`config.mk`:
```
export PLATFORM = sky130hd
export DESIGN_NAME = openmips_lite
export DESIGN_NICKNAME = d
export VERILOG_FILES = /design/src/common/mips_pkg.sv /design/src/verilog/openmips_lite.sv /design/src/verilog/wishbone_bus.sv /design/src/verilog/mem_req_fifo.sv /design/src/core/mips_core.sv /design/src/core/regfile.sv
export SDC_FILE = /design/constraint.sdc
export NUM_CORES = 2
export LEC_CHECK = 0
export ABC_CLOCK_PERIOD_IN_PS = 7600
export BUFFER_PORTS_ARGS = -buffer_cell sky130_fd_sc_hd__buf_2
export CORE_MARGIN = 2
export CORE_UTILIZATION = 37
export DETAILED_ROUTE_END_ITERATION = 8
export HOLD_SLACK_MARGIN = 0.08
export SLEW_MARGIN = 20
export SYNTH_ARGS = -nofsm -noshare
export SYNTH_HDL_FRONTEND = slang
export SYNTH_HIERARCHICAL = 1
export SYNTH_SLANG_ARGS = --single-unit
```
`constraint.sdc`:
```
create_clock -name clk -period 7.6 [get_ports clk]
set_clock_uncertainty 0.05 [all_clocks]
set_input_delay 0.76 -clock clk [delete_from_list [all_inputs] [get_ports clk]]
set_output_delay 0.76 -clock clk [all_outputs]
set_load 0.01 [all_outputs]
```
`src/common/mips_pkg.sv`:
```
`default_nettype none

package mips_pkg;

	// major opcodes handled by the core
	typedef enum logic [5:0] {
		OP_SPECIAL = 6'h00,
		OP_BEQ     = 6'h04,
		OP_BNE     = 6'h05,
		OP_ADDIU   = 6'h09,
		OP_LW      = 6'h23,
		OP_SW      = 6'h2b
	} opcode_e;

	// function field of the SPECIAL group
	typedef enum logic [5:0] {
		FN_ADDU = 6'h21,
		FN_SUBU = 6'h23
	} funct_e;

	typedef enum logic [1:0] {
		ST_FETCH,
		ST_WAIT_INST,
		ST_EXEC,
		ST_WAIT_LOAD
	} core_state_e;

	typedef enum logic [1:0] {
		REQ_FETCH,
		REQ_LOAD,
		REQ_STORE
	} req_kind_e;

	typedef struct packed {
		req_kind_e   kind;
		logic [31:0] addr;
		logic [31:0] wdata;
	} mem_req_t;

	typedef struct packed {
		logic [31:0] data;
	} mem_rsp_t;

	localparam int          REQ_DEPTH = 4;
	localparam int          REQ_PTR_W = $clog2(REQ_DEPTH);
	localparam logic [31:0] RESET_PC  = 32'h0000_0000;
	localparam logic [3:0]  WORD_SEL  = 4'b1111;

endpackage

`default_nettype wire
```
`src/verilog/openmips_lite.sv`:
```
`timescale 1ns/1ns
`default_nettype none

module openmips_lite import mips_pkg::*; (
	input  wire         clk,
	input  wire         rst_i,
	input  wire  [31:0] wb_dat_i,
	input  wire         wb_ack_i,
	output logic [31:0] wb_adr_o,
	output logic [31:0] wb_dat_o,
	output logic        wb_we_o,
	output logic [3:0]  wb_sel_o,
	output logic        wb_stb_o,
	output logic        wb_cyc_o
);

	// core to queue
	logic     core_req_valid;
	mem_req_t core_req;
	logic     core_req_ready;

	// queue to bus master
	logic     pop_valid;
	mem_req_t pop_req;
	logic     pop_ready;

	// read data back to the core
	logic     rsp_valid;
	mem_rsp_t rsp;

	mips_core mips_core0 (
		.clk         (clk),
		.rst_i       (rst_i),
		.req_valid_o (core_req_valid),
		.req_o       (core_req),
		.req_ready_i (core_req_ready),
		.rsp_valid_i (rsp_valid),
		.rsp_i       (rsp)
	);

	mem_req_fifo mem_req_fifo0 (
		.clk          (clk),
		.rst_i        (rst_i),
		.push_valid_i (core_req_valid),
		.push_i       (core_req),
		.push_ready_o (core_req_ready),
		.pop_valid_o  (pop_valid),
		.pop_o        (pop_req),
		.pop_ready_i  (pop_ready)
	);

	wishbone_bus wishbone_bus0 (
		.clk         (clk),
		.rst_i       (rst_i),
		.pop_valid_i (pop_valid),
		.pop_i       (pop_req),
		.pop_ready_o (pop_ready),
		.rsp_valid_o (rsp_valid),
		.rsp_o       (rsp),
		.wb_dat_i    (wb_dat_i),
		.wb_ack_i    (wb_ack_i),
		.wb_adr_o    (wb_adr_o),
		.wb_dat_o    (wb_dat_o),
		.wb_we_o     (wb_we_o),
		.wb_sel_o    (wb_sel_o),
		.wb_stb_o    (wb_stb_o),
		.wb_cyc_o    (wb_cyc_o)
	);

endmodule

`default_nettype wire

```
`src/verilog/wishbone_bus.sv`:
```
`timescale 1ns/1ns
`default_nettype none

module wishbone_bus import mips_pkg::*; (
	input  wire           clk,
	input  wire           rst_i,
	input  wire           pop_valid_i,
	input  wire mem_req_t pop_i,
	output logic          pop_ready_o,
	output logic          rsp_valid_o,
	output mem_rsp_t      rsp_o,
	input  wire  [31:0]   wb_dat_i,
	input  wire           wb_ack_i,
	output logic [31:0]   wb_adr_o,
	output logic [31:0]   wb_dat_o,
	output logic          wb_we_o,
	output logic [3:0]    wb_sel_o,
	output logic          wb_stb_o,
	output logic          wb_cyc_o
);

	typedef enum logic {
		BUS_IDLE,
		BUS_BUSY
	} bus_state_e;

	bus_state_e state;
	mem_req_t   cur_req;
	logic       pop_fire;

	assign pop_ready_o = (state == BUS_IDLE);
	assign pop_fire    = pop_valid_i && pop_ready_o;

	// one classic cycle per request held until ack
	assign wb_cyc_o = (state == BUS_BUSY);
	assign wb_stb_o = (state == BUS_BUSY);
	assign wb_adr_o = cur_req.addr;
	assign wb_dat_o = cur_req.wdata;
	assign wb_we_o  = (cur_req.kind == REQ_STORE);
	assign wb_sel_o = WORD_SEL;

	always_ff @(posedge clk) begin
		if (rst_i) begin
			state <= BUS_IDLE;
		end else begin
			case (state)
				BUS_IDLE: begin
					if (pop_fire)
						state <= BUS_BUSY;
				end
				BUS_BUSY: begin
					if (wb_ack_i)
						state <= BUS_IDLE;
				end
				default: state <= BUS_IDLE;
			endcase
		end
	end

	always_ff @(posedge clk) begin
		if (pop_fire)
			cur_req <= pop_i;
	end

	// stores are posted and only reads answer the core
	always_ff @(posedge clk) begin
		if (rst_i)
			rsp_valid_o <= 1'b0;
		else
			rsp_valid_o <= (state == BUS_BUSY) && wb_ack_i && (cur_req.kind != REQ_STORE);
	end

	always_ff @(posedge clk) begin
		if (state == BUS_BUSY && wb_ack_i)
			rsp_o.data <= wb_dat_i;
	end

endmodule

`default_nettype wire

```
`src/verilog/mem_req_fifo.sv`:
```
`timescale 1ns/1ns
`default_nettype none

module mem_req_fifo import mips_pkg::*; (
	input  wire           clk,
	input  wire           rst_i,
	input  wire           push_valid_i,
	input  wire mem_req_t push_i,
	output logic          push_ready_o,
	output logic          pop_valid_o,
	output mem_req_t      pop_o,
	input  wire           pop_ready_i
);

	mem_req_t             entries [REQ_DEPTH];
	logic [REQ_PTR_W-1:0] wr_ptr;
	logic [REQ_PTR_W-1:0] rd_ptr;
	logic [REQ_PTR_W:0]   count;
	logic                 push_fire;
	logic                 pop_fire;

	assign push_ready_o = (count != (REQ_PTR_W+1)'(REQ_DEPTH));
	assign pop_valid_o  = (count != '0);
	assign pop_o        = entries[rd_ptr];

	assign push_fire = push_valid_i && push_ready_o;
	assign pop_fire  = pop_valid_o && pop_ready_i;

	always_ff @(posedge clk) begin
		if (push_fire)
			entries[wr_ptr] <= push_i;
	end

	// pointers wrap on overflow as the depth is a power of two
	always_ff @(posedge clk) begin
		if (rst_i) begin
			wr_ptr <= '0;
			rd_ptr <= '0;
			count  <= '0;
		end else begin
			if (push_fire)
				wr_ptr <= wr_ptr + 1'b1;
			if (pop_fire)
				rd_ptr <= rd_ptr + 1'b1;
			case ({push_fire, pop_fire})
				2'b10:   count <= count + 1'b1;
				2'b01:   count <= count - 1'b1;
				default: count <= count;
			endcase
		end
	end

endmodule

`default_nettype wire

```
`src/core/mips_core.sv`:
```
`timescale 1ns/1ns
`default_nettype none

module mips_core import mips_pkg::*; (
	input  wire           clk,
	input  wire           rst_i,
	output logic          req_valid_o,
	output mem_req_t      req_o,
	input  wire           req_ready_i,
	input  wire           rsp_valid_i,
	input  wire mem_rsp_t rsp_i
);

	core_state_e state;
	logic [31:0] pc;
	logic [31:0] ir;

	opcode_e     op;
	funct_e      fn;
	logic [4:0]  rs;
	logic [4:0]  rt;
	logic [4:0]  rd;
	logic [31:0] imm_sext;
	logic [31:0] pc_plus4;
	logic [31:0] branch_target;
	logic [31:0] mem_addr;
	logic [31:0] rs_val;
	logic [31:0] rt_val;
	logic [31:0] alu_result;
	logic [4:0]  alu_dest;
	logic        is_alu;
	logic        is_lw;
	logic        is_sw;
	logic        branch_taken;
	logic        req_fire;
	logic        rf_we;
	logic [4:0]  rf_waddr;
	logic [31:0] rf_wdata;

	// instruction fields
	assign op       = opcode_e'(ir[31:26]);
	assign fn       = funct_e'(ir[5:0]);
	assign rs       = ir[25:21];
	assign rt       = ir[20:16];
	assign rd       = ir[15:11];
	assign imm_sext = {{16{ir[15]}}, ir[15:0]};

	assign pc_plus4      = pc + 32'd4;
	// offset is in words
	assign branch_target = pc_plus4 + {imm_sext[29:0], 2'b00};
	assign mem_addr      = rs_val + imm_sext;

	assign is_lw        = (op == OP_LW);
	assign is_sw        = (op == OP_SW);
	assign branch_taken = (op == OP_BEQ && rs_val == rt_val) ||
	                      (op == OP_BNE && rs_val != rt_val);

	regfile regfile0 (
		.clk      (clk),
		.rst_i    (rst_i),
		.we_i     (rf_we),
		.waddr_i  (rf_waddr),
		.wdata_i  (rf_wdata),
		.raddr1_i (rs),
		.rdata1_o (rs_val),
		.raddr2_i (rt),
		.rdata2_o (rt_val)
	);

	always_comb begin
		is_alu     = 1'b0;
		alu_result = '0;
		alu_dest   = rd;
		case (op)
			OP_SPECIAL: begin
				if (fn == FN_ADDU) begin
					is_alu     = 1'b1;
					alu_result = rs_val + rt_val;
				end else if (fn == FN_SUBU) begin
					is_alu     = 1'b1;
					alu_result = rs_val - rt_val;
				end
			end
			OP_ADDIU: begin
				is_alu     = 1'b1;
				alu_result = rs_val + imm_sext;
				alu_dest   = rt;
			end
			default: ;
		endcase
	end

	// memory request towards the queue
	always_comb begin
		req_valid_o = 1'b0;
		req_o.kind  = REQ_FETCH;
		req_o.addr  = pc;
		req_o.wdata = '0;
		case (state)
			ST_FETCH: req_valid_o = 1'b1;
			ST_EXEC: begin
				if (is_lw) begin
					req_valid_o = 1'b1;
					req_o.kind  = REQ_LOAD;
					req_o.addr  = mem_addr;
				end else if (is_sw) begin
					req_valid_o = 1'b1;
					req_o.kind  = REQ_STORE;
					req_o.addr  = mem_addr;
					req_o.wdata = rt_val;
				end
			end
			default: ;
		endcase
	end

	assign req_fire = req_valid_o && req_ready_i;

	// alu result in EXEC, load data in WAIT_LOAD
	assign rf_we    = (state == ST_EXEC && is_alu) || (state == ST_WAIT_LOAD && rsp_valid_i);
	assign rf_waddr = (state == ST_WAIT_LOAD) ? rt : alu_dest;
	assign rf_wdata = (state == ST_WAIT_LOAD) ? rsp_i.data : alu_result;

	always_ff @(posedge clk) begin
		if (rst_i) begin
			state <= ST_FETCH;
			pc    <= RESET_PC;
		end else begin
			case (state)
				ST_FETCH: begin
					if (req_fire)
						state <= ST_WAIT_INST;
				end
				ST_WAIT_INST: begin
					if (rsp_valid_i)
						state <= ST_EXEC;
				end
				ST_EXEC: begin
					if (is_lw || is_sw) begin
						// stay here until the queue has room
						if (req_fire) begin
							pc <= pc_plus4;
							if (is_lw)
								state <= ST_WAIT_LOAD;
							else
								state <= ST_FETCH;
						end
					end else begin
						pc    <= branch_taken ? branch_target : pc_plus4;
						state <= ST_FETCH;
					end
				end
				ST_WAIT_LOAD: begin
					if (rsp_valid_i)
						state <= ST_FETCH;
				end
				default: state <= ST_FETCH;
			endcase
		end
	end

	always_ff @(posedge clk) begin
		if (state == ST_WAIT_INST && rsp_valid_i)
			ir <= rsp_i.data;
	end

endmodule

`default_nettype wire

```
`src/core/regfile.sv`:
```
`timescale 1ns/1ns
`default_nettype none

module regfile (
	input  wire         clk,
	input  wire         rst_i,
	input  wire         we_i,
	input  wire  [4:0]  waddr_i,
	input  wire  [31:0] wdata_i,
	input  wire  [4:0]  raddr1_i,
	output logic [31:0] rdata1_o,
	input  wire  [4:0]  raddr2_i,
	output logic [31:0] rdata2_o
);

	logic [31:0] regs [32];

	always_ff @(posedge clk) begin
		if (rst_i) begin
			for (int i = 0; i < 32; i++) begin
				regs[i] <= '0;
			end
		end else if (we_i && waddr_i != 5'd0) begin
			regs[waddr_i] <= wdata_i;
		end
	end

	// $zero reads as zero whatever the array holds
	assign rdata1_o = (raddr1_i == 5'd0) ? 32'd0 : regs[raddr1_i];
	assign rdata2_o = (raddr2_i == 5'd0) ? 32'd0 : regs[raddr2_i];

endmodule

`default_nettype wire

```
-- Word-level counts from Yosys, hierarchy flattened
Memory sizes are Yosys's and may differ from the RTL's. A register that Yosys moved wholly into a read port is not among the register bits.
Index checks and enable logic that the tools add are counted.
Widths: inputs -> output; s select.
- memories kept: 2
- input port bits: 35
- RAM bits: 1288
- flip-flop bits (word level): 107
- output and inout port bits: 71
- logic and storage cells: 110
- memory list (name ; depth ; bits a word ; read ports ; clocked after memory_dff ; write ports ; RTL line ; source):
    mips_core0.regfile0.regs ; 32 ; 32 ; 2 ; 2 ; 32 ; regfile.sv:16 ; logic [31:0] regs [32];
    mem_req_fifo0.entries ; 4 ; 66 ; 1 ; 1 ; 1 ; mem_req_fifo.sv:15 ; mem_req_t entries [REQ_DEPTH];
- multiplexer cells: 44
- equal/unequal tests: 22
- reduce and logical (&&, ||, !) cells: 23
- add/subtract/negate cells: 9
- bitwise gates (word level): 1
- operator list (cell ; count):
    $mux 32 ; 10
    $mux 66 ; 2
    $add 32x32->32 ; 3
    $pmux 32 s2 ; 1
    $mux 34 ; 1
    $add 32x3->32 const B ; 1
    $eq 32x32->1 ; 1
    $ne 32x32->1 ; 1
    $reduce_or 32->1 ; 1
    $sub 32x32->32 ; 1
    $mux 5 ; 5
    $eq 6x6->1 const B ; 4
    $mux 1 ; 14
    $eq 6x3->1 const B ; 2
    $mux 2 ; 6
    $logic_and 1x1->1 ; 10
    $logic_not 5->1 ; 2
    $eq 2x2->1 const B ; 4
    $ne 2x1->1 const B ; 4
    $pmux 2 s4 ; 1
    $eq 6x4->1 const B ; 1
    $logic_not 6->1 ; 1
    $pmux 1 s2 ; 3
    $pmux 3 s2 ; 1
    other kinds (15) ; 19

-- Logic depth before layout (Yosys ltp)
- word-level depth: 12
- gate-level depth with buffers: 25

-- By module
Netlist, hierarchy kept.
- modules (own cells, without submodules) (module ; cells an instance ; times used ; area each (um^2)):
    regfile ; 3690 ; 1 ; 54604.9
    mips_core ; 1510 ; 1 ; 10909.2
    mem_req_fifo ; 396 ; 1 ; 9994.6
    wishbone_bus ; 177 ; 1 ; 3553.4

-- Least setup slack after synthesis
No wires, ideal clock.
- kind: flip-flop to flip-flop
- from: register mips_core0.ir[22]
- to: memory mips_core0.regfile0.regs[10][28], data pin
- data arrival time: 4.954 ns
- clock period less this slack: 5.258 ns
- buffers on the path: 5
- cell stages (with the launch flop): 24
- setup slack: 2.342 ns
- path through: edfxtp_1 buf_2 buf_4 buf_4 buf_4 mux2i_1 a22oi_1 a21oi_1 nor4_1 inv_1 fa_1 nor2b_1 o2111ai_1 a211o_1 a21oi_1 o211ai_1 a21oi_1 a211oi_2 o21bai_1 xnor2_1 nor2_1 o41a_1 clkbuf_1 and2_1
- RTL lines (item ; RTL line ; source):
    start, declared ; mips_core.sv:16 ; logic [31:0] ir;
    start signal, assigned ; mips_core.sv:164 ; ir <= rsp_i.data;
    end, declared ; regfile.sv:16 ;

==> impl_metrics.toml <==
[drt]
vias = 53300
via_per_inst = 6.06
wire_per_inst_um = 32.1
detail-route-antenna-nets = 0
drt_iter0_markers = 7044
routed_wl_um = 283000
drc_errors = 0
dr.pass1.iters = 5

[timing]
fin_tns_setup_ns = 0
worst_pin_slew_ns = 1.29
hold_viol_final = 0
fin_crit_sh = 0.928
setup_viol = 0
period_minus_slack_ns = 7.05
fmax_mhz = 142
slew_violations = 0
rsz0062_at_grt = "no"
max_slew_margin = 0.135

[synth]
synth_edf_count = 1418
synthFlopType = "edfxtp_1"
synth_seq_area_share = 0.549
avgSynthCellArea_sq_um = 13.7
yosysWarnings = 6
ys_ff_latch = 1461
syn_area_sq_um = 79100
synthArstFlopShare = 0
synth_cell_types = 106
synth_cells = 5773

[global_route]
busiest_layer = "met2"
grt.met1_usage = 0.338
grt_use_met2 = 0.387
grt_pass1_vias = 52300
gr-total-overflow = 0
grt_pass1_wl_um = 395000
grtUsageTotal = 0.255
grt_max_degree = 72
use_met3 = 0.0666
antenna_found_initial = 17

[clock_tree]
path_clk_slew_ns = 0.06
h-tree-depth = 4
cts_tree = "done"
cts_buffers = 158
cts_setup_buffers = 0
clockBufferDepth = 3
clkSinkCount = 1461
root_buffer = "clkbuf_16"
cts_resized = 0
clkLatencyLatePin_ns = 0.84

[worst_hold_path]
hp-start = "rst_i"
hold_path_class = "primary input to flop"

[cells_and_area]
nets = 6029
layout_common_cells = "1,418 x edfxtp_1, 1,014 x and2_1, 456 x mux4_2, 290 x buf_4, 287 x mux2i_1"
fillCellCount = 19200
multi_input_area_sq_um = 33000
layout_commonest_cell = "edfxtp_1"
final_core_util = 0.420
drive_gt1_frac = 0.219
regArea_sq_um = 43400
design_area_sq_um = 89200
area_growth_pct = 12.8

[floorplanning]
die_w_um = 466
dieArea_sq_um = 217000
core_sq_um = 212000
boundaryPins = 106
initial_core_util = 0.372
rows = 169
chipHeight_um = 466

[critical_path]
critical_path_arrival_ns = 7.67
end_kind = "flop"
reg2reg_from = "mips_core0/ir[23]"
crit_path_max_fanout = 51
worstPathRequired_ns = 8.22
startpoint = "mips_core0/ir[23]"
critPathKind = "flop to flop"
crit_path_start_kind = "flop"

[power_and_ir_drop]
p_int_mw = 15.5
p_seq_frac = 0.476
swShare = 0.271
leakage_nw = 32.3
p_clk_frac = 0.370
peakVddDrop_uv = 200
p_per_area_nw_per_um2 = 239
switchingPower_mw = 5.77
pwr-share-comb = 0.154

[job]
max-cap-violations = 0

[place]
gp_congestion = 0.960
io_buffers = 101
hpwlAfterDp_um = 186000
dpl-instance-area_sq_um = 83600

[outcome]
status = "finished clean"
-- worst paths after layout --
| check | to | slack (ns) | depth (start not counted) |
|---|---|---|---|
| setup / recovery | mips_core0/regfile0/regs[29][27] | 0.55 | 19 |
| hold / removal | flop | 0.31 | 2 |
| setup reg to reg | mips_core0/regfile0/regs[29][27] | 0.55 | 19 |
| hold reg to reg | mips_core0/ir[13] | 0.41 | 0 |
-- worst max-delay path, cell delays in order, from the launching register on --
cell	delay (ns)
edfxtp_1	0.93
buf_12	0.40
buf_4	0.48
mux4_2	0.30
mux2_2	0.15
o22ai_1	0.07
nor3_1	0.77
ha_1	0.44
a211o_1	0.35
a2111oi_0	0.39
nand3_1	0.19
nand2_1	0.21
o211ai_1	0.18
nand4_1	0.13
nand3_1	0.15
a211oi_1	0.67
a221oi_1	0.23
nor2_2	0.30
buf_12	0.26
and2_1	0.17
-- cell type report --
class | instances | area share
clock inverter | 96 | 0.0127
multi-input combinational | 3687 | 0.369
clock buffer | 190 | 0.0458
antenna | 7 | 0.000196
timing repair buffer | 458 | 0.0417
inverter | 88 | 0.00370
tap | 2821 | 0.0396
sequential | 1461 | 0.487
-- state kept, by name, indices dropped and copies added (netlist names), 3 cells and up, named ones only --
signal / flops
mips_core0/pc: 30
mips_core0/ir: 32
mem_req_fifo0/entries: 264
mips_core0/regfile0/regs: 1024
mem_req_fifo0/count: 3
wishbone_bus0/wb_adr_o: 32
wishbone_bus0/rsp_o: 32
wishbone_bus0/wb_dat_o: 32
-- Yosys cell counts, types with 71 or more instances --
master / number / share of area
edfxtp_1: 1418 / 0.54
and2_1: 1019 / 0.081
mux4_2: 456 / 0.13
clkbuf_1: 349 / 0.017
mux2i_1: 287 / 0.036
a21oi_1: 184 / 0.012
nor2_1: 175 / 0.0083
nand2_1: 169 / 0.0080
ha_1: 135 / 0.021
buf_4: 108 / 0.010
o21ai_0: 104 / 0.0066
a22oi_1: 95 / 0.0090
inv_1: 85 / 0.0040
nor3_1: 84 / 0.0053
xnor2_1: 78 / 0.0086
buf_2: 73 / 0.0046
nor2b_1: 71 / 0.0056
-- per-stage QoR --
stage | power [mW] | cells | hold slack (ns) | setup WS [ns]
floorplan | 12.4 | 5807 | 0.367 | 2.34
global placement | 13.5 | 8483 | 0.393 | 0.573
detailed placement | 13.5 | 8483 | 0.394 | 0.762
CTS | 21.4 | 8801 | 0.231 | 0.723
global route | 22.0 | 8802 | 0.275 | 0.446
finish | 21.3 | 8808 | 0.310 | 0.547
-- logic make-up after synthesis --
group | after synthesis | share of synthesized area
XOR/XNOR | 116 | 0.0129
AND/OR/NAND/NOR | 1782 | 0.130
buffers and inverters | 659 | 0.0399
other | 2 | 0.0000950
multiplexers | 775 | 0.171
adder cells (fa/ha/maj) | 140 | 0.0226
AO/OA/AOI/OAI | 838 | 0.0742
flip-flops | 1461 | 0.549
-- power by group through the flow --
stage	clock network, mW	registers [mW]	logic [mW]
2_1_floorplan	0	10.1	2.29
4_1_cts	7.96	10.1	3.25
3_5_place_dp	0	10.3	3.23
5_1_grt	8.28	10.2	3.47
3_3_place_gp	0	10.3	3.23
6_report	7.87	10.1	3.28
-- per-layer routing --
metal | wire [um] | share of wire | up-vias
li1 | - | - | 22100
met1 | 110000 | 0.39 | 27400
met4 | 16100 | 0.057 | 10
met3 | 31600 | 0.11 | 615
met5 | 63 | 0.00022 | -
met2 | 125000 | 0.44 | 3244
-- timing repair --
item,in CTS,in global routing
hold endpoints to repair,32,0
hold buffers,32,0
setup endpoints to repair,0,0
No activity file was read; power rests on OpenSTA's default activity.
